$ cat src/logic/jtag_params.svh
// Shared widths and constants for the JTAG debug port
// Included by the packages and by every module that sizes a port from them
`ifndef JTAG_PARAMS_SVH
`define JTAG_PARAMS_SVH

// Instruction register length and the fixed CaptureIr pattern (low bits 01)
`define JTAG_IR_LEN      5
`define JTAG_IR_CAPTURE  5'b00101

// Identification value, LSB set as the standard requires
`define JTAG_IDCODE      32'h1BEEF0A1

// Debug-access register fields
`define DBG_ADDR_W       8
`define DBG_DATA_W       32
`define DBG_DR_LEN       (1 + `DBG_ADDR_W + `DBG_DATA_W)

// Wishbone side follows the debug-access fields one to one
`define WB_ADR_W         `DBG_ADDR_W
`define WB_DAT_W         `DBG_DATA_W

`endif

$ cat src/logic/jtag_dbg_pkg.sv
// Bus-side types: debug-access register layout and the status word
// Shared by the DR chain and the Wishbone master
`include "jtag_params.svh"

package jtag_dbg_pkg;

    // Status returned in bits [33:32] of a DBG_ACCESS capture
    typedef struct packed {
        logic overrun;  // update seen while busy, sticky until capture
        logic busy;     // bus cycle still pending
    } dbg_status_t;

    // Field positions in the 41-bit register, LSB first
    localparam int unsigned DBG_DATA_LSB = 0;
    localparam int unsigned DBG_ADDR_LSB = `DBG_DATA_W;
    localparam int unsigned DBG_WE_BIT   = `DBG_DATA_W + `DBG_ADDR_W;

endpackage

$ cat src/logic/jtag_tap_pkg.sv
// TAP-side types: controller states and instruction opcodes
// Imported by the TAP, the DR chain and the top level
`include "jtag_params.svh"

package jtag_tap_pkg;

    // Sixteen controller states, standard numbering
    typedef enum logic [3:0] {
        TEST_LOGIC_RESET = 4'd0,
        RUN_TEST_IDLE    = 4'd1,
        SELECT_DR_SCAN   = 4'd2,
        CAPTURE_DR       = 4'd3,
        SHIFT_DR         = 4'd4,
        EXIT1_DR         = 4'd5,
        PAUSE_DR         = 4'd6,
        EXIT2_DR         = 4'd7,
        UPDATE_DR        = 4'd8,
        SELECT_IR_SCAN   = 4'd9,
        CAPTURE_IR       = 4'd10,
        SHIFT_IR         = 4'd11,
        EXIT1_IR         = 4'd12,
        PAUSE_IR         = 4'd13,
        EXIT2_IR         = 4'd14,
        UPDATE_IR        = 4'd15
    } tap_state_e;

    // Any code not listed here behaves as BYPASS
    typedef enum logic [`JTAG_IR_LEN-1:0] {
        BYPASS0    = 5'd0,
        IDCODE     = 5'd1,
        DBG_ACCESS = 5'd8,
        BYPASS1    = 5'd31
    } jtag_instr_e;

endpackage

$ cat src/logic/jtag_debug_top.sv
// JTAG debug port top level
// TAP, data registers and Wishbone master, all in the clk domain
`timescale 1ns/100ps
`include "jtag_params.svh"

module jtag_debug_top (
    input  logic                 clk,
    input  logic                 rst_n,
    input  logic                 tck_i,
    input  logic                 tms_i,
    input  logic                 td_i,
    input  logic [`WB_DAT_W-1:0] wb_dat_i,
    input  logic                 wb_ack_i,
    output logic                 td_o,
    output logic                 tdo_oe_o,
    output logic                 wb_cyc_o,
    output logic                 wb_stb_o,
    output logic                 wb_we_o,
    output logic [`WB_ADR_W-1:0] wb_adr_o,
    output logic [`WB_DAT_W-1:0] wb_dat_o
);
    import jtag_tap_pkg::*;
    import jtag_dbg_pkg::*;

    // TAP to DR chain
    jtag_instr_e             ir;
    logic                    capture_dr;
    logic                    shift_dr;
    logic                    update_dr;
    logic                    shift_ir;
    logic                    tck_negedge;
    logic                    ir_tdo;
    // DR chain to bus master and back
    logic                    cmd_valid;
    logic                    cmd_we;
    logic [`DBG_ADDR_W-1:0]  cmd_addr;
    logic [`DBG_DATA_W-1:0]  cmd_data;
    logic                    status_clr;
    logic [`DBG_DATA_W-1:0]  rdata;
    dbg_status_t             status;

    jtag_tap u_jtag_tap (
        .clk           (clk),
        .rst_n         (rst_n),
        .tck_i         (tck_i),
        .tms_i         (tms_i),
        .td_i          (td_i),
        .ir_o          (ir),
        .capture_dr_o  (capture_dr),
        .shift_dr_o    (shift_dr),
        .update_dr_o   (update_dr),
        .shift_ir_o    (shift_ir),
        .tck_negedge_o (tck_negedge),
        .ir_tdo_o      (ir_tdo)
    );

    jtag_dr_chain u_jtag_dr_chain (
        .clk           (clk),
        .rst_n         (rst_n),
        .td_i          (td_i),
        .ir_i          (ir),
        .capture_dr_i  (capture_dr),
        .shift_dr_i    (shift_dr),
        .update_dr_i   (update_dr),
        .shift_ir_i    (shift_ir),
        .tck_negedge_i (tck_negedge),
        .ir_tdo_i      (ir_tdo),
        .rdata_i       (rdata),
        .status_i      (status),
        .td_o          (td_o),
        .tdo_oe_o      (tdo_oe_o),
        .cmd_valid_o   (cmd_valid),
        .cmd_we_o      (cmd_we),
        .cmd_addr_o    (cmd_addr),
        .cmd_data_o    (cmd_data),
        .status_clr_o  (status_clr)
    );

    jtag_wb_master u_jtag_wb_master (
        .clk          (clk),
        .rst_n        (rst_n),
        .cmd_valid_i  (cmd_valid),
        .cmd_we_i     (cmd_we),
        .cmd_addr_i   (cmd_addr),
        .cmd_data_i   (cmd_data),
        .status_clr_i (status_clr),
        .wb_dat_i     (wb_dat_i),
        .wb_ack_i     (wb_ack_i),
        .wb_cyc_o     (wb_cyc_o),
        .wb_stb_o     (wb_stb_o),
        .wb_we_o      (wb_we_o),
        .wb_adr_o     (wb_adr_o),
        .wb_dat_o     (wb_dat_o),
        .rdata_o      (rdata),
        .status_o     (status)
    );

endmodule

$ cat src/logic/jtag_dr_chain.sv
// Data registers behind the TAP: IDCODE, BYPASS and DBG_ACCESS
// Selects the serial output, drives TDO and its enable, and turns each
// DBG_ACCESS update into a command for the Wishbone master
`timescale 1ns/100ps
`include "jtag_params.svh"

module jtag_dr_chain (
    input  logic                      clk,
    input  logic                      rst_n,
    input  logic                      td_i,
    input  jtag_tap_pkg::jtag_instr_e ir_i,
    input  logic                      capture_dr_i,
    input  logic                      shift_dr_i,
    input  logic                      update_dr_i,
    input  logic                      shift_ir_i,
    input  logic                      tck_negedge_i,
    input  logic                      ir_tdo_i,
    input  logic [`DBG_DATA_W-1:0]    rdata_i,
    input  jtag_dbg_pkg::dbg_status_t status_i,
    output logic                      td_o,
    output logic                      tdo_oe_o,
    output logic                      cmd_valid_o,
    output logic                      cmd_we_o,
    output logic [`DBG_ADDR_W-1:0]    cmd_addr_o,
    output logic [`DBG_DATA_W-1:0]    cmd_data_o,
    output logic                      status_clr_o
);
    import jtag_tap_pkg::*;
    import jtag_dbg_pkg::*;

    logic                   sel_idcode;
    logic                   sel_dbg;
    logic                   sel_bypass;
    logic [31:0]            idcode_sr;
    logic                   bypass_q;
    logic [`DBG_DR_LEN-1:0] dbg_sr;
    logic                   dr_lsb;
    logic                   ir_path_q;

    // Unassigned codes fall back to BYPASS
    assign sel_idcode = (ir_i == IDCODE);
    assign sel_dbg    = (ir_i == DBG_ACCESS);
    assign sel_bypass = !sel_idcode && !sel_dbg;

    // --------------------------------------------------
    // Data registers
    // --------------------------------------------------

    always_ff @(posedge clk) begin
        if (capture_dr_i) begin
            if (sel_idcode) begin
                idcode_sr <= `JTAG_IDCODE;
            end
            if (sel_bypass) begin
                bypass_q <= 1'b0;
            end
            // Read data low, status above it, rest zero
            if (sel_dbg) begin
                dbg_sr <= {{(`DBG_DR_LEN - `DBG_DATA_W - $bits(dbg_status_t)){1'b0}},
                           status_i, rdata_i};
            end
        end else if (shift_dr_i) begin
            if (sel_idcode) begin
                idcode_sr <= {td_i, idcode_sr[31:1]};
            end
            if (sel_bypass) begin
                bypass_q <= td_i;
            end
            if (sel_dbg) begin
                dbg_sr <= {td_i, dbg_sr[`DBG_DR_LEN-1:1]};
            end
        end
    end

    assign dr_lsb = sel_idcode ? idcode_sr[0] : (sel_dbg ? dbg_sr[0] : bypass_q);

    // --------------------------------------------------
    // TDO retiming
    // --------------------------------------------------

    // Every DR scan runs from CaptureDr to UpdateDr, so outside that
    // window any shift falling edge belongs to ShiftIr
    always_ff @(posedge clk) begin
        if (!rst_n) begin
            ir_path_q <= 1'b1;
        end else if (capture_dr_i) begin
            ir_path_q <= 1'b0;
        end else if (update_dr_i) begin
            ir_path_q <= 1'b1;
        end
    end

    // Bit valid from the falling edge to the rising edge that consumes it
    always_ff @(posedge clk) begin
        if (!rst_n) begin
            td_o     <= 1'b0;
            tdo_oe_o <= 1'b0;
        end else if (tck_negedge_i) begin
            td_o     <= ir_path_q ? ir_tdo_i : dr_lsb;
            tdo_oe_o <= 1'b1;
        end else if (shift_dr_i || shift_ir_i) begin
            tdo_oe_o <= 1'b0;
        end
    end

    // --------------------------------------------------
    // Command to the bus master
    // --------------------------------------------------

    assign cmd_valid_o  = update_dr_i && sel_dbg;
    assign cmd_we_o     = dbg_sr[DBG_WE_BIT];
    assign cmd_addr_o   = dbg_sr[DBG_ADDR_LSB +: `DBG_ADDR_W];
    assign cmd_data_o   = dbg_sr[DBG_DATA_LSB +: `DBG_DATA_W];
    // Overrun is read out by this capture, then cleared
    assign status_clr_o = capture_dr_i && sel_dbg;

    // The IR cannot change in the clk that issues a command
    a_cmd_in_dbg: assert property (@(posedge clk) disable iff (!rst_n)
        cmd_valid_o |-> (ir_i == DBG_ACCESS) && $stable(ir_i));

endmodule

$ cat src/logic/jtag_tap.sv
// JTAG TAP controller clocked from the system clock
// TCK is sampled on clk, so clk must run at least four times faster than TCK
// Provides the DR strobes, the IR and its serial output to the DR chain
`timescale 1ns/100ps
`include "jtag_params.svh"

module jtag_tap (
    input  logic                      clk,
    input  logic                      rst_n,
    input  logic                      tck_i,
    input  logic                      tms_i,
    input  logic                      td_i,
    output jtag_tap_pkg::jtag_instr_e ir_o,
    output logic                      capture_dr_o,
    output logic                      shift_dr_o,
    output logic                      update_dr_o,
    output logic                      shift_ir_o,
    output logic                      tck_negedge_o,
    output logic                      ir_tdo_o
);
    import jtag_tap_pkg::*;

    logic [1:0]              tck_q;
    logic                    tck_rise;
    logic                    tck_fall;
    tap_state_e              state_q;
    tap_state_e              state_d;
    logic [`JTAG_IR_LEN-1:0] ir_sr_q;
    logic                    capture_ir;
    logic                    update_ir;

    // --------------------------------------------------
    // TCK edge detection
    // --------------------------------------------------

    // Older sample in bit 1, edges show up two clk after the pad
    always_ff @(posedge clk) begin
        if (!rst_n) begin
            tck_q <= 2'b00;
        end else begin
            tck_q <= {tck_q[0], tck_i};
        end
    end

    assign tck_rise = (tck_q == 2'b01);
    assign tck_fall = (tck_q == 2'b10);

    // --------------------------------------------------
    // Strobes, one clk wide
    // --------------------------------------------------

    // Capture, shift and DR update act on the rising edge
    assign capture_dr_o = tck_rise && (state_q == CAPTURE_DR);
    assign shift_dr_o   = tck_rise && (state_q == SHIFT_DR);
    assign update_dr_o  = tck_rise && (state_q == UPDATE_DR);
    assign capture_ir   = tck_rise && (state_q == CAPTURE_IR);
    assign shift_ir_o   = tck_rise && (state_q == SHIFT_IR);

    // IR latch takes the falling edge inside UpdateIr
    assign update_ir = tck_fall && (state_q == UPDATE_IR);

    // Falling edges on which TDO presents the next bit
    assign tck_negedge_o = tck_fall && ((state_q == SHIFT_DR) || (state_q == SHIFT_IR));

    // --------------------------------------------------
    // Controller FSM
    // --------------------------------------------------

    always_comb begin
        case (state_q)
            TEST_LOGIC_RESET: state_d = tms_i ? TEST_LOGIC_RESET : RUN_TEST_IDLE;
            RUN_TEST_IDLE:    state_d = tms_i ? SELECT_DR_SCAN   : RUN_TEST_IDLE;
            // DR column
            SELECT_DR_SCAN:   state_d = tms_i ? SELECT_IR_SCAN   : CAPTURE_DR;
            CAPTURE_DR:       state_d = tms_i ? EXIT1_DR         : SHIFT_DR;
            SHIFT_DR:         state_d = tms_i ? EXIT1_DR         : SHIFT_DR;
            EXIT1_DR:         state_d = tms_i ? UPDATE_DR        : PAUSE_DR;
            PAUSE_DR:         state_d = tms_i ? EXIT2_DR         : PAUSE_DR;
            EXIT2_DR:         state_d = tms_i ? UPDATE_DR        : SHIFT_DR;
            UPDATE_DR:        state_d = tms_i ? SELECT_DR_SCAN   : RUN_TEST_IDLE;
            // IR column
            SELECT_IR_SCAN:   state_d = tms_i ? TEST_LOGIC_RESET : CAPTURE_IR;
            CAPTURE_IR:       state_d = tms_i ? EXIT1_IR         : SHIFT_IR;
            SHIFT_IR:         state_d = tms_i ? EXIT1_IR         : SHIFT_IR;
            EXIT1_IR:         state_d = tms_i ? UPDATE_IR        : PAUSE_IR;
            PAUSE_IR:         state_d = tms_i ? EXIT2_IR         : PAUSE_IR;
            EXIT2_IR:         state_d = tms_i ? UPDATE_IR        : SHIFT_IR;
            UPDATE_IR:        state_d = tms_i ? SELECT_DR_SCAN   : RUN_TEST_IDLE;
            default:          state_d = TEST_LOGIC_RESET;
        endcase
    end

    // State only moves on a detected rising edge
    always_ff @(posedge clk) begin
        if (!rst_n) begin
            state_q <= TEST_LOGIC_RESET;
        end else if (tck_rise) begin
            state_q <= state_d;
        end
    end

    // --------------------------------------------------
    // Instruction register
    // --------------------------------------------------

    // Shift stage, new bits enter at the MSB
    always_ff @(posedge clk) begin
        if (capture_ir) begin
            ir_sr_q <= `JTAG_IR_CAPTURE;
        end else if (shift_ir_o) begin
            ir_sr_q <= {td_i, ir_sr_q[`JTAG_IR_LEN-1:1]};
        end
    end

    // Latch stage, TestLogicReset forces IDCODE
    always_ff @(posedge clk) begin
        if (!rst_n) begin
            ir_o <= IDCODE;
        end else if (state_q == TEST_LOGIC_RESET) begin
            ir_o <= IDCODE;
        end else if (update_ir) begin
            ir_o <= jtag_instr_e'(ir_sr_q);
        end
    end

    assign ir_tdo_o = ir_sr_q[0];

    // --------------------------------------------------
    // Checks
    // --------------------------------------------------

    // State register holds one of the sixteen codes
    a_state_known: assert property (@(posedge clk) disable iff (!rst_n)
        !$isunknown(state_q));

    // Capture never overlaps a shift, nor is followed by one a clk later
    a_capture_alone: assert property (@(posedge clk) disable iff (!rst_n)
        (capture_dr_o || capture_ir) |->
            !(shift_dr_o || shift_ir_o) ##1 !(shift_dr_o || shift_ir_o));

endmodule

$ cat src/logic/jtag_wb_master.sv
// Wishbone classic master for the debug-access register
// Runs one single-word cycle per command and reports read data and status
`timescale 1ns/100ps
`include "jtag_params.svh"

module jtag_wb_master (
    input  logic                      clk,
    input  logic                      rst_n,
    input  logic                      cmd_valid_i,
    input  logic                      cmd_we_i,
    input  logic [`DBG_ADDR_W-1:0]    cmd_addr_i,
    input  logic [`DBG_DATA_W-1:0]    cmd_data_i,
    input  logic                      status_clr_i,
    input  logic [`WB_DAT_W-1:0]      wb_dat_i,
    input  logic                      wb_ack_i,
    output logic                      wb_cyc_o,
    output logic                      wb_stb_o,
    output logic                      wb_we_o,
    output logic [`WB_ADR_W-1:0]      wb_adr_o,
    output logic [`WB_DAT_W-1:0]      wb_dat_o,
    output logic [`DBG_DATA_W-1:0]    rdata_o,
    output jtag_dbg_pkg::dbg_status_t status_o
);
    typedef enum logic {
        WB_IDLE,
        WB_BUSY
    } wb_state_e;

    wb_state_e state_q;
    logic      overrun_q;

    // --------------------------------------------------
    // Idle/busy FSM and sticky overrun
    // --------------------------------------------------

    always_ff @(posedge clk) begin
        if (!rst_n) begin
            state_q   <= WB_IDLE;
            overrun_q <= 1'b0;
        end else begin
            case (state_q)
                WB_IDLE: if (cmd_valid_i) state_q <= WB_BUSY;
                // No ack means the slave is stalling, keep waiting
                WB_BUSY: if (wb_ack_i) state_q <= WB_IDLE;
                default: state_q <= WB_IDLE;
            endcase
            if (status_clr_i) begin
                overrun_q <= 1'b0;
            end
            // Command during a pending cycle is dropped
            if (cmd_valid_i && (state_q == WB_BUSY)) begin
                overrun_q <= 1'b1;
            end
        end
    end

    // Bus fields held stable for the whole cycle
    always_ff @(posedge clk) begin
        if (cmd_valid_i && (state_q == WB_IDLE)) begin
            wb_we_o  <= cmd_we_i;
            wb_adr_o <= cmd_addr_i;
            wb_dat_o <= cmd_data_i;
        end
    end

    // Read data returned on ack
    always_ff @(posedge clk) begin
        if (!rst_n) begin
            rdata_o <= '0;
        end else if ((state_q == WB_BUSY) && wb_ack_i && !wb_we_o) begin
            rdata_o <= wb_dat_i;
        end
    end

    // cyc and stb rise one clk after the command and drop with ack
    assign wb_cyc_o = (state_q == WB_BUSY);
    assign wb_stb_o = (state_q == WB_BUSY);

    always_comb begin
        status_o.busy    = (state_q == WB_BUSY);
        status_o.overrun = overrun_q;
    end

    // --------------------------------------------------
    // Checks
    // --------------------------------------------------

    a_stb_in_cyc: assert property (@(posedge clk) disable iff (!rst_n)
        $rose(wb_stb_o) |-> wb_cyc_o);

    // Request held unchanged until the slave acks
    a_hold_to_ack: assert property (@(posedge clk) disable iff (!rst_n)
        (wb_stb_o && !wb_ack_i) |=>
            wb_stb_o && $stable(wb_adr_o) && $stable(wb_we_o) && $stable(wb_dat_o));

endmodule

$ cat config.mk
export PLATFORM = sky130hd
export DESIGN_NAME = jtag_debug_top
export DESIGN_NICKNAME = d
export VERILOG_FILES = /design/src/logic/jtag_dbg_pkg.sv /design/src/logic/jtag_tap_pkg.sv /design/src/logic/jtag_debug_top.sv /design/src/logic/jtag_dr_chain.sv /design/src/logic/jtag_tap.sv /design/src/logic/jtag_wb_master.sv
export VERILOG_INCLUDE_DIRS = /design/src /design/src/logic
export SDC_FILE = /design/constraint.sdc
export NUM_CORES = 1
export LEC_CHECK = 0
export ABC_AREA = 1
export BUFFER_PORTS_ARGS = -buffer_cell sky130_fd_sc_hd__buf_4
export CORE_ASPECT_RATIO = 1.4
export CORE_UTILIZATION = 55
export DETAILED_ROUTE_END_ITERATION = 6
export GPL_TIMING_DRIVEN = 0
export HOLD_SLACK_MARGIN = 0.12
export MAX_ROUTING_LAYER = met4
export PLACE_DENSITY = 0.83
export SETUP_SLACK_MARGIN = 0.02
export SLEW_MARGIN = 15
export SYNTH_ARGS = -nofsm -noshare
export SYNTH_HDL_FRONTEND = slang
export SYNTH_SLANG_ARGS = --single-unit
$ cat constraint.sdc
create_clock -name clk -period 5.44 [get_ports clk]
set_input_delay 0.544 -clock clk [delete_from_list [all_inputs] [get_ports clk]]
set_output_delay 0.544 -clock clk [all_outputs]
set_load 0.005 [all_outputs]
==> results by group, run 1 <==
Route
  • Final WL: roughly 13 mm
  • Detailed router's first-iteration violation count: about 340
  • Routed vias: ~4500
  • Vias per Instance: around 5.3
  • Avg WL per Cell: between 15 and 20 um
  • DRC violations left: 0
  • Antenna Nets Post-Route: 0
  • Pre-antenna DRT Iters: 4

Synth
  • Async S/R FF share, synth: 0%
  • Synth warn: 0
  • Commonest cells in the netlist: nand2_1 (127), edfxtp_1 (115), inv_1 (87)
  • Post-synthesis average cell area: roughly 11 um2
  • Main synth FF type: edfxtp_1
  • Top cells by area, synth: edfxtp_1 (55%), dfxtp_1 (17%), nand2_1 (7.5%)
  • Yosys cell types: 27
  • EDFF count, synth: ~120
  • Yosys top cell area share: a little over half
  • Most numerous cell in the Yosys netlist: nand2_1
  • Synth area leader: edfxtp_1
  • Synthesized area: 0.00634 mm2
  • Syn Nets: approximately 620
  • Seq cells post-synth: 168
  • Gate Count Post-Synth: between 500 and 600
  • Register area share after synthesis: between 70% and 80%

STA
  • Fin. Hold Viols: 0
  • Peak Freq: 423 MHz
  • Final setup vio count: 0
  • Worst-margin pin slew: ~870 ps
  • Final min period: ~2400 ps
  • Final slew viol count: 0
  • Relative slew slack: a little over two fifths
  • Worst setup margin: just over 3000 ps
  • RSZ-0062 raised after global routing: no
  • Clk_skew: around 4.4 ps
  • Final period utilization: 43.4%
  • Sum Neg Setup Slack: 0 ps

Place
  • Cell count after placement: a little over 800
  • Post-DP HPWL: 8.75 mm
  • Area post-placement: between 0.007 and 0.008 mm2
  • Pre-CTS setup slack: 3150 ps
  • I/O Buffers: 82
  • Gpl congestion: 0.907

CTS
  • TritonCTS Buffers: 17
  • CTS tree: yes
  • Clock transition at path regs: about 60 ps
  • Clock root cell: clkbuf_16
  • H-Tree Depth: 4
  • Hold buffer count at cts: 0
  • Clock sink total: about 170
  • CTS-repair resized insts: 0
  • Later-pin clock latency in the skew report: about 410 ps
  • Clock Path Buffers: 2
  • Setup bufs post-CTS: 0

Die
  • CORE AREA: 0.0113 mm2
  • Rows: 46
  • Die Wd: a little over 90 um
  • Io pins: 83
  • Die footprint: around 0.012 mm2
  • Initial core utilization: about 56%
  • Die H: roughly 130 um

Worst setup path
  • Crit-path max FO: 23
  • Reg2Reg Setup Slack: between 3000 and 4000 ps
  • Crit path DAT: roughly 2500 ps
  • Crit. End Element: register
  • Startpoint types: register
  • Worst EP required: ~5600 ps
  • Critical path class: register to register

Layout
  • Final instance area: between 0.007 and 0.008 mm2
  • Area growth syn-to-layout: 23.3%
  • Share of post-route cells with drive strength above 1: approximately a fifth
  • Filler instances: roughly 790
  • Nets: 727
  • Multi-input gate area: between 0.001 and 0.0015 mm2
  • Ant diodes: 0
  • FF/Latch Area: ~0.0045 mm2
  • Non-filler cells, final: around 850

Global routing
  • Initial antenna violation count: 0
  • Total GRT Usage: between 20% and 30%
  • Global-route wire length before repair: between 20 and 25 mm
  • Vias in the first global route: between 4000 and 5000
  • Total gr overflow: 0
  • Largest net degree at the start of global routing: 33

Run status
  • Status: completed

Pwr
  • Power Density: approximately 340 mW/mm2
  • VDD IR max: 0.240 mV
  • Total power: ~2600 uW
  • Static leakage: approximately 0.0031 uW

Run
  • Maxcap violations: 0

Hold path
  • Hold Crit Class: input pin to register
## routing by layer
| layer | track usage, % | up-vias | wire (um) |
|---|---|---|---|
| met5 | - | - | 0 |
| met4 | 8.33 | 0 | 229 |
| met3 | 5.61 | 23 | 877 |
| met2 | 41.2 | 198 | 6990 |
| met1 | 27.3 | 2155 | 4960 |
| li1 | - | 2144 | - |
## worst max-delay path, stage by stage (launching register included)
cell and delay, ps:
dfxtp_1 510, inv_1 120, nor2_1 220, nand2_1 100
o21ai_1 130, nand2_1 190, nor2_4 550, buf_16 250
## cell usage in the layout, fill, tap and decap left out, types with 3 or more instances in the layout
master	n
nor2_1	21
clkinv_1	3
clkinvlp_4	3
bufinv_16	3
nor2_4	4
inv_1	87
dfxtp_1	53
buf_2	5
clkbuf_1	17
edfxtp_1	115
o21ai_0	75
buf_4	83
nand4_1	3
nand3_1	13
clkinv_2	3
o21ai_1	3
a21oi_1	46
nand2_1	127
clkbuf_16	17
## cell families after synthesis
family          share of synthesized area (%)
flops                                    71.2
compound gates                           9.89
mux                                     0.237
simple gates                             11.7
buf+inv                                  6.93
## registers in the layout, summed over array words and instances (netlist names), 2 cells and up
signal,cells
u_jtag_dr_chain.dbg_sr,41
u_jtag_dr_chain.idcode_sr,32
u_jtag_tap.ir_o,5
u_jtag_tap.ir_sr_q,5
u_jtag_tap.state_q,4
u_jtag_tap.tck_q,2
u_jtag_wb_master.rdata_o,32
u_jtag_wb_master.wb_adr_o,8
u_jtag_wb_master.wb_dat_o,32
## final timing paths
kind | start | cells past startpoint | to
max | u_jtag_tap.state_q[2] | 7 | u_jtag_dr_chain.dbg_sr[30]
min | tck_i | 3 | u_jtag_tap.tck_q[0]
max reg2reg | u_jtag_tap.state_q[2] | 7 | u_jtag_dr_chain.dbg_sr[30]
min reg2reg | u_jtag_dr_chain.dbg_sr[39] | 0 | u_jtag_wb_master.wb_adr_o[7]
## layout make-up
type	count	share of cell area [%]
Tap cell	144	2.31
Clock inverter	15	2.26
Sequential cell	168	57.8
Timing Repair Buffer	84	8.59
Clock buffer	17	5.45
Inverter	91	4.39
Buffer	23	1.23
Multi-Input combinational cell	304	18.0
## through the flow
step | utilization [%] | hold slack, ps
finish | 69.2 | 310
global route | 69.2 | 320
global placement | 63.2 | 431
detailed placement | 63.9 | 434
floorplan | - | 421
CTS | 69.2 | 296
## where the power goes
part	switching (uW)	internal [uW]	total, uW
Clock	496	724	1220
Sequential	2.14	1350	1350
Combinational	25.0	23.8	48.8
Total	523	2100	2620
No activity file was read; power rests on OpenSTA's default activity.
==> run 2: changes to the inputs <==
--- a/config.mk
+++ b/config.mk
@@ -9,12 +9,12 @@
 export ABC_AREA = 1
 export BUFFER_PORTS_ARGS = -buffer_cell sky130_fd_sc_hd__buf_4
 export CORE_ASPECT_RATIO = 1.4
-export CORE_UTILIZATION = 55
+export CORE_UTILIZATION = 51
 export DETAILED_ROUTE_END_ITERATION = 6
 export GPL_TIMING_DRIVEN = 0
 export HOLD_SLACK_MARGIN = 0.12
 export MAX_ROUTING_LAYER = met4
-export PLACE_DENSITY = 0.83
+export PLACE_DENSITY = 0.81
 export SETUP_SLACK_MARGIN = 0.02
 export SLEW_MARGIN = 15
 export SYNTH_ARGS = -nofsm -noshare
==> constraint.sdc (replaced) <==
create_clock -name clk -period 1.9 [get_ports clk]
set_input_delay 0.19 -clock clk [delete_from_list [all_inputs] [get_ports clk]]
set_output_delay 0.19 -clock clk [all_outputs]
set_load 0.005 [all_outputs]
==> run 2 against run 1 <==
Effect of this change: critical path type unchanged; clock power increased to 2.8 times the previous value; setup slack worse by 3000 ps; sequential share of layout area fell by 2.6 points.
==> results by group, run 2 (synthesis results as in run 1) <==
Run status
  • Status: completed

Die
  • Die Wd: a little under 100 um
  • Initial core utilization: 53.1%
  • Die H: around 130 um
  • Rows: between 40 and 50
  • Die footprint: 0.0129 mm2
  • Io pins: 83
  • CORE AREA: about 0.012 mm2

Worst setup path
  • CP max stage delay: between 500 and 600 ps
  • Worst EP required: between 1500 and 2000 ps
  • Crit-path max FO: 21
  • Crit path DAT: about 1900 ps
  • R2R cell count: 5
  • Worst path slowest cell: nor2_4
  • FF-to-FF Start: u_jtag_tap.state_q[2]
  • Startpoint types: register
  • Largest delay share family, worst path: simple AND/OR/NAND/NOR gates
  • Worst flop-to-flop path endpoint: u_jtag_dr_chain.dbg_sr[12]
  • Critical-path cell list: inv_2 > nand2_1 > o21ai_4 > nand2_4 > nor2_4
  • Reg2Reg Setup Slack: roughly 94 ps
  • Critical path startpoint: u_jtag_tap.state_q[2]
  • CP bufs+invs: 1
  • Crit. End Element: register
  • Critical path class: register to register

STA
  • Worst-margin pin slew: 652 ps
  • Clk_skew: about 7.8 ps
  • RSZ-0062 raised after global routing: no
  • Peak Freq: ~550 MHz
  • Relative slew slack: between 50% and 60%
  • Final min period: between 1500 and 2000 ps
  • Sum Neg Setup Slack: 0 ps
  • Fin. Hold Viols: 0
  • Final period utilization: 95.0%
  • Final setup vio count: 0
  • Final slew viol count: 0

Pwr
  • Power Density: 913 mW/mm2
  • VDD IR max: 0.671 mV
  • Static leakage: around 0.0033 uW

CTS
  • Clock root cell: clkbuf_16
  • Later-pin clock latency in the skew report: about 430 ps
  • Clock transition at path regs: roughly 70 ps
  • TritonCTS Buffers: 17
  • CTS tree: yes
  • H-Tree Depth: 4
  • Clock sink total: approximately 170
  • Clock Path Buffers: 2

Route
  • Detailed router's first-iteration violation count: between 300 and 400
  • Final WL: about 16 mm
  • DRC violations left: 0
  • Vias per Instance: between 5 and 6
  • Avg WL per Cell: 17.6 um
  • Routed vias: 4848
  • Pre-antenna DRT Iters: 7
  • Antenna Nets Post-Route: 0

Hold path
  • Hold path startpoint: wb_dat_i[3]
  • Hold Crit Depth: 3
  • Hold Crit Class: input pin to register
  • Hold EP: u_jtag_wb_master.rdata_o[3]

Global routing
  • Total GRT Usage: about 26%
  • Initial antenna violation count: 0
  • Largest net degree at the start of global routing: 22
  • Vias in the first global route: 4785
  • Total gr overflow: 0
  • Global-route wire length before repair: ~24 mm

Layout
  • Max FFs per register: 41
  • Commonest cells after routing, fill and taps aside: nand2_1 (123), edfxtp_1 (115), inv_1 (85), buf_4 (85), o21ai_0 (75)
  • Largest Register: u_jtag_dr_chain.dbg_sr
  • Non-filler cells, final: roughly 890
  • Share of post-route cells with drive strength above 1: 21.7%
  • Ant diodes: 0
  • Filler instances: 803
  • Area growth syn-to-layout: 29.6%
  • Commonest non-fill, non-tap cell in the layout: nand2_1
  • Nets: roughly 760

Place
  • I/O Buffers: a little over 80
  • Post-DP HPWL: about 9 mm
  • Gpl congestion: just over 0.9
  • Cell count after placement: between 800 and 900

Run
  • Maxcap violations: 0
run 2: metal layers:
layer  track usage, %  wire length (um)
met1             29.5              5840
met2             42.4              8200
met3             6.69              1050
met4             11.5               506
met5                -                 0
run 2: cell type report:
class	count	area, um2	share of cell area (%)
clock inverters	13	135	1.65
plain buffers	23	104	1.26
inverters	91	347	4.22
well taps	147	184	2.24
multi-input cells	309	1520	18.5
repair buffers	115	941	11.5
flip-flops and latches	168	4530	55.2
clock buffers	19	454	5.53
run 2: worst min-delay path, stage by stage:
cell and delay [ps]:
buf_4 70, o21ai_0 90, a21oi_1 170
run 2: worst max path at each step:
stage / depth (start not counted) / end
final: 5 / u_jtag_dr_chain.dbg_sr[12]
after global routing: 6 / u_jtag_dr_chain.dbg_sr[0]
after CTS: 6 / u_jtag_dr_chain.dbg_sr[39]
after detailed placement: 4 / u_jtag_dr_chain.dbg_sr[29]
after global placement: 4 / u_jtag_dr_chain.dbg_sr[29]
after floorplan: 5 / u_jtag_wb_master.wb_adr_o[0]
run 2: where the power goes:
part | internal, uW | total, uW | switching [uW] | leakage, uW
registers | 3860 | 3870 | 6.78 | 0.00146
clock network | 1930 | 3420 | 1500 | 0.000290
logic | 112 | 203 | 90.6 | 0.00156
run 2: stage by stage:
step	util (%)	power, uW	worst slack (ps)	hold slack [ps]	area (um2)
6_report	68.8	7500	94.3	147	8210
5_1_grt	68.8	7670	23.5	138	8210
4_1_cts	68.5	7490	21.7	122	8170
3_5_place_dp	60.4	4090	-424	382	7210
3_3_place_gp	60.4	4090	-397	379	7210
2_1_floorplan	-	4010	0.944	288	6410
run 2: timing repair:
action | 4_1_cts | 5_1_grt
pin swaps | 6 | 1
hold buffers | 29 | 2
setup endpoints to repair | 114 | 66
hold endpoints to repair | 32 | 2
buffers inserted | 2 | 0
cloned | 5 | 0
gates resized for setup | 11 | 6
==> run 3: changes to the inputs <==
--- a/config.mk
+++ b/config.mk
@@ -6,17 +6,18 @@
 export SDC_FILE = /design/constraint.sdc
 export NUM_CORES = 1
 export LEC_CHECK = 0
-export ABC_AREA = 1
+export ABC_AREA = 0
 export BUFFER_PORTS_ARGS = -buffer_cell sky130_fd_sc_hd__buf_4
 export CORE_ASPECT_RATIO = 1.4
-export CORE_UTILIZATION = 51
+export CORE_UTILIZATION = 52
 export DETAILED_ROUTE_END_ITERATION = 6
 export GPL_TIMING_DRIVEN = 0
 export HOLD_SLACK_MARGIN = 0.12
 export MAX_ROUTING_LAYER = met4
-export PLACE_DENSITY = 0.81
+export PLACE_DENSITY = 0.82
 export SETUP_SLACK_MARGIN = 0.02
 export SLEW_MARGIN = 15
 export SYNTH_ARGS = -nofsm -noshare
 export SYNTH_HDL_FRONTEND = slang
 export SYNTH_SLANG_ARGS = --single-unit
+export TNS_END_PERCENT = 100
==> run 3 against run 2 <==
Effect of this change: critical path type unchanged; worst hold slack improved by 79 ps; largest cell class unchanged; sequential share of layout area fell by 3.8 points; largest power group unchanged; power is 2.1% lower; synthesized cell count down 18%; highest routed layer unchanged; cell count shrank 8.7%; critical endpoint is now u_jtag_dr_chain.td_o; register-to-register slack worse by 130 ps; utilization rose by 2.7 points; the run now ends with negative setup slack left.
==> results by group, run 3 <==
Worst setup path
  • Crit-path max FO: 10
  • Startpoint types: register
  • Worst EP required: around 2200 ps
  • Critical path class: register to register
  • Crit path DAT: 2260 ps
  • Crit. End Element: register

Place
  • Gpl congestion: 0.903
  • Area post-placement: ~0.0074 mm2
  • Cell count after placement: a little over 700
  • Post-DP HPWL: just over 8 mm
  • Pre-CTS setup slack: -676 ps
  • I/O Buffers: 81

Synth
  • Commonest cells in the netlist: edfxtp_1 (115), nand2_1 (78), dfxtp_1 (53)
  • Syn Nets: 516
  • EDFF count, synth: between 100 and 150
  • Most numerous cell in the Yosys netlist: edfxtp_1
  • Synth area leader: edfxtp_1
  • Register area share after synthesis: 68.9%
  • Top cells by area, synth: edfxtp_1 (53%), dfxtp_1 (16%), mux2_4 (7.1%)
  • Yosys cell types: 47
  • Synth warn: 0
  • Async S/R FF share, synth: 0%
  • Gate Count Post-Synth: ~480
  • Yosys top cell area share: 52.7%
  • Synthesized area: 0.00656 mm2
  • Main synth FF type: edfxtp_1
  • Post-synthesis average cell area: around 14 um2
  • Seq cells post-synth: around 170

Pwr
  • Total power: roughly 7300 uW
  • Power Density: 834 mW/mm2
  • Static leakage: about 0.0033 uW
  • VDD IR max: approximately 0.43 mV

Route
  • Routed vias: roughly 4600
  • Vias per Instance: around 5.7
  • Avg WL per Cell: between 20 and 25 um
  • Detailed router's first-iteration violation count: roughly 420
  • Antenna Nets Post-Route: 0
  • Pre-antenna DRT Iters: 5
  • DRC violations left: 0
  • Final WL: approximately 17 mm

STA
  • Relative slew slack: between 40% and 50%
  • Final period utilization: 102%
  • Final setup vio count: 28
  • Peak Freq: 516 MHz
  • Fin. Hold Viols: 0
  • Final slew viol count: 0
  • Worst-margin pin slew: between 800 and 900 ps
  • RSZ-0062 raised after global routing: yes
  • Clk_skew: approximately 10 ps
  • Final min period: 1940 ps
  • Worst setup margin: -38.0 ps

Global routing
  • Global-route wire length before repair: between 20 and 25 mm
  • Total GRT Usage: approximately 26%
  • Largest net degree at the start of global routing: 17
  • Initial antenna violation count: 0
  • Total gr overflow: 0
  • Vias in the first global route: roughly 4600

Layout
  • Area growth syn-to-layout: 34.3%
  • Share of post-route cells with drive strength above 1: 32.4%
  • Max FFs per register: a little over 40
  • Final core utilization: between 70% and 80%
  • Largest Register: u_jtag_dr_chain.dbg_sr
  • Ant diodes: 0
  • Non-filler cells, final: approximately 810
  • Commonest non-fill, non-tap cell in the layout: edfxtp_1
  • Nets: around 700
  • Final instance area: ~0.0088 mm2
  • Filler instances: 695
  • Commonest cells after routing, fill and taps aside: edfxtp_1 (115), buf_4 (93), nand2_1 (77)

CTS
  • Clock sink total: ~170
  • Clock transition at path regs: 70 ps
  • H-Tree Depth: 4
  • CTS tree: yes
  • Clock Path Buffers: 2
  • Clock root cell: clkbuf_16
  • TritonCTS Buffers: 17
  • Later-pin clock latency in the skew report: approximately 430 ps

Die
  • Die Wd: roughly 97 um
  • Initial core utilization: 53.3%
  • Die H: around 130 um
  • CORE AREA: 0.0123 mm2
  • Die footprint: 0.0131 mm2
  • Rows: 48
  • Io pins: a little over 80

Run status
  • Status: finished with violations
  • Failing checks: negative setup slack

Run
  • Maxcap violations: 0

Hold path
  • Hold Crit Class: input pin to register
==> run 3: area by class of cell <==
type                            count  area (um2)  share of cell area (%)
Buffer                             28         209                    2.37
Sequential cell                   168        4520                    51.4
Multi-Input combinational cell    284        2050                    23.2
Timing Repair Buffer              141        1270                    14.5
Clock buffer                       18         429                    4.88
Tap cell                          150         188                    2.13
Inverter                            5        18.8                   0.213
Clock inverter                     14         116                    1.32
==> run 3: power breakdown <==
part / internal (uW) / switching (uW) / total (uW)
clock network: 1710 / 1540 / 3250
logic: 132 / 88.1 / 220
registers: 3860 / 5.02 / 3860
==> run 3: layer usage <==
| metal | track usage, % | vias up | wire (um) | part of all wire [%] |
|---|---|---|---|---|
| met5 | - | - | 0 | 0 |
| met4 | 12.8 | 0 | 422 | 2.5 |
| met3 | 6.88 | 50 | 997 | 6.0 |
| met2 | 42.1 | 227 | 8880 | 53 |
| met1 | 28.9 | 2253 | 6400 | 38 |
| li1 | - | 2044 | - | - |
==> run 3: cells by family after synthesis <==
group                  after synthesis  share of synthesized area, %
AO/OA/AOI/OAI                       70                          7.54
XOR/XNOR                             1                         0.134
buffers and inverters               33                          2.56
flip-flops                         168                          68.9
multiplexers                        38                          8.23
AND/OR/NAND/NOR                    168                          12.7
==> run 3: final timing paths <==
check                              from                      endpoint  slack, ps  depth (start not counted)
max reg2reg       u_jtag_tap.state_q[3]          u_jtag_dr_chain.td_o        -40                          5
max               u_jtag_tap.state_q[3]          u_jtag_dr_chain.td_o        -40                          5
min reg2reg  u_jtag_dr_chain.dbg_sr[38]  u_jtag_wb_master.wb_adr_o[6]        440                          0
min                               tms_i         u_jtag_tap.state_q[3]        230                          3
==> run 3: critical path, stage by stage, from the launching register on <==
cell and delay [ps]:
dfxtp_1 340, clkbuf_1 240, nor4b_1 560, nor2_1 160, a211o_1 300, o221a_2 240
==> run 3: per-stage QoR <==
| step | hold slack (ps) | setup TNS, ps |
|---|---|---|
| final | 226 | -279 |
| after detailed placement | 412 | -62860 |
| after floorplan | 317 | -15720 |
| after CTS | 204 | 0 |
| after global placement | 411 | -54800 |
| after global routing | 267 | -816 |
==> run 3: timing repair <==
| item | in CTS | in global routing |
|---|---|---|
| hold buffers | 36 | 0 |
| cloned | 7 | 1 |
| pin swaps | 6 | 2 |
| resized for setup | 16 | 36 |
| endpoints found under the hold margin | 38 | 0 |
| endpoints found under the setup margin | 133 | 182 |
| buffers inserted | 17 | 6 |
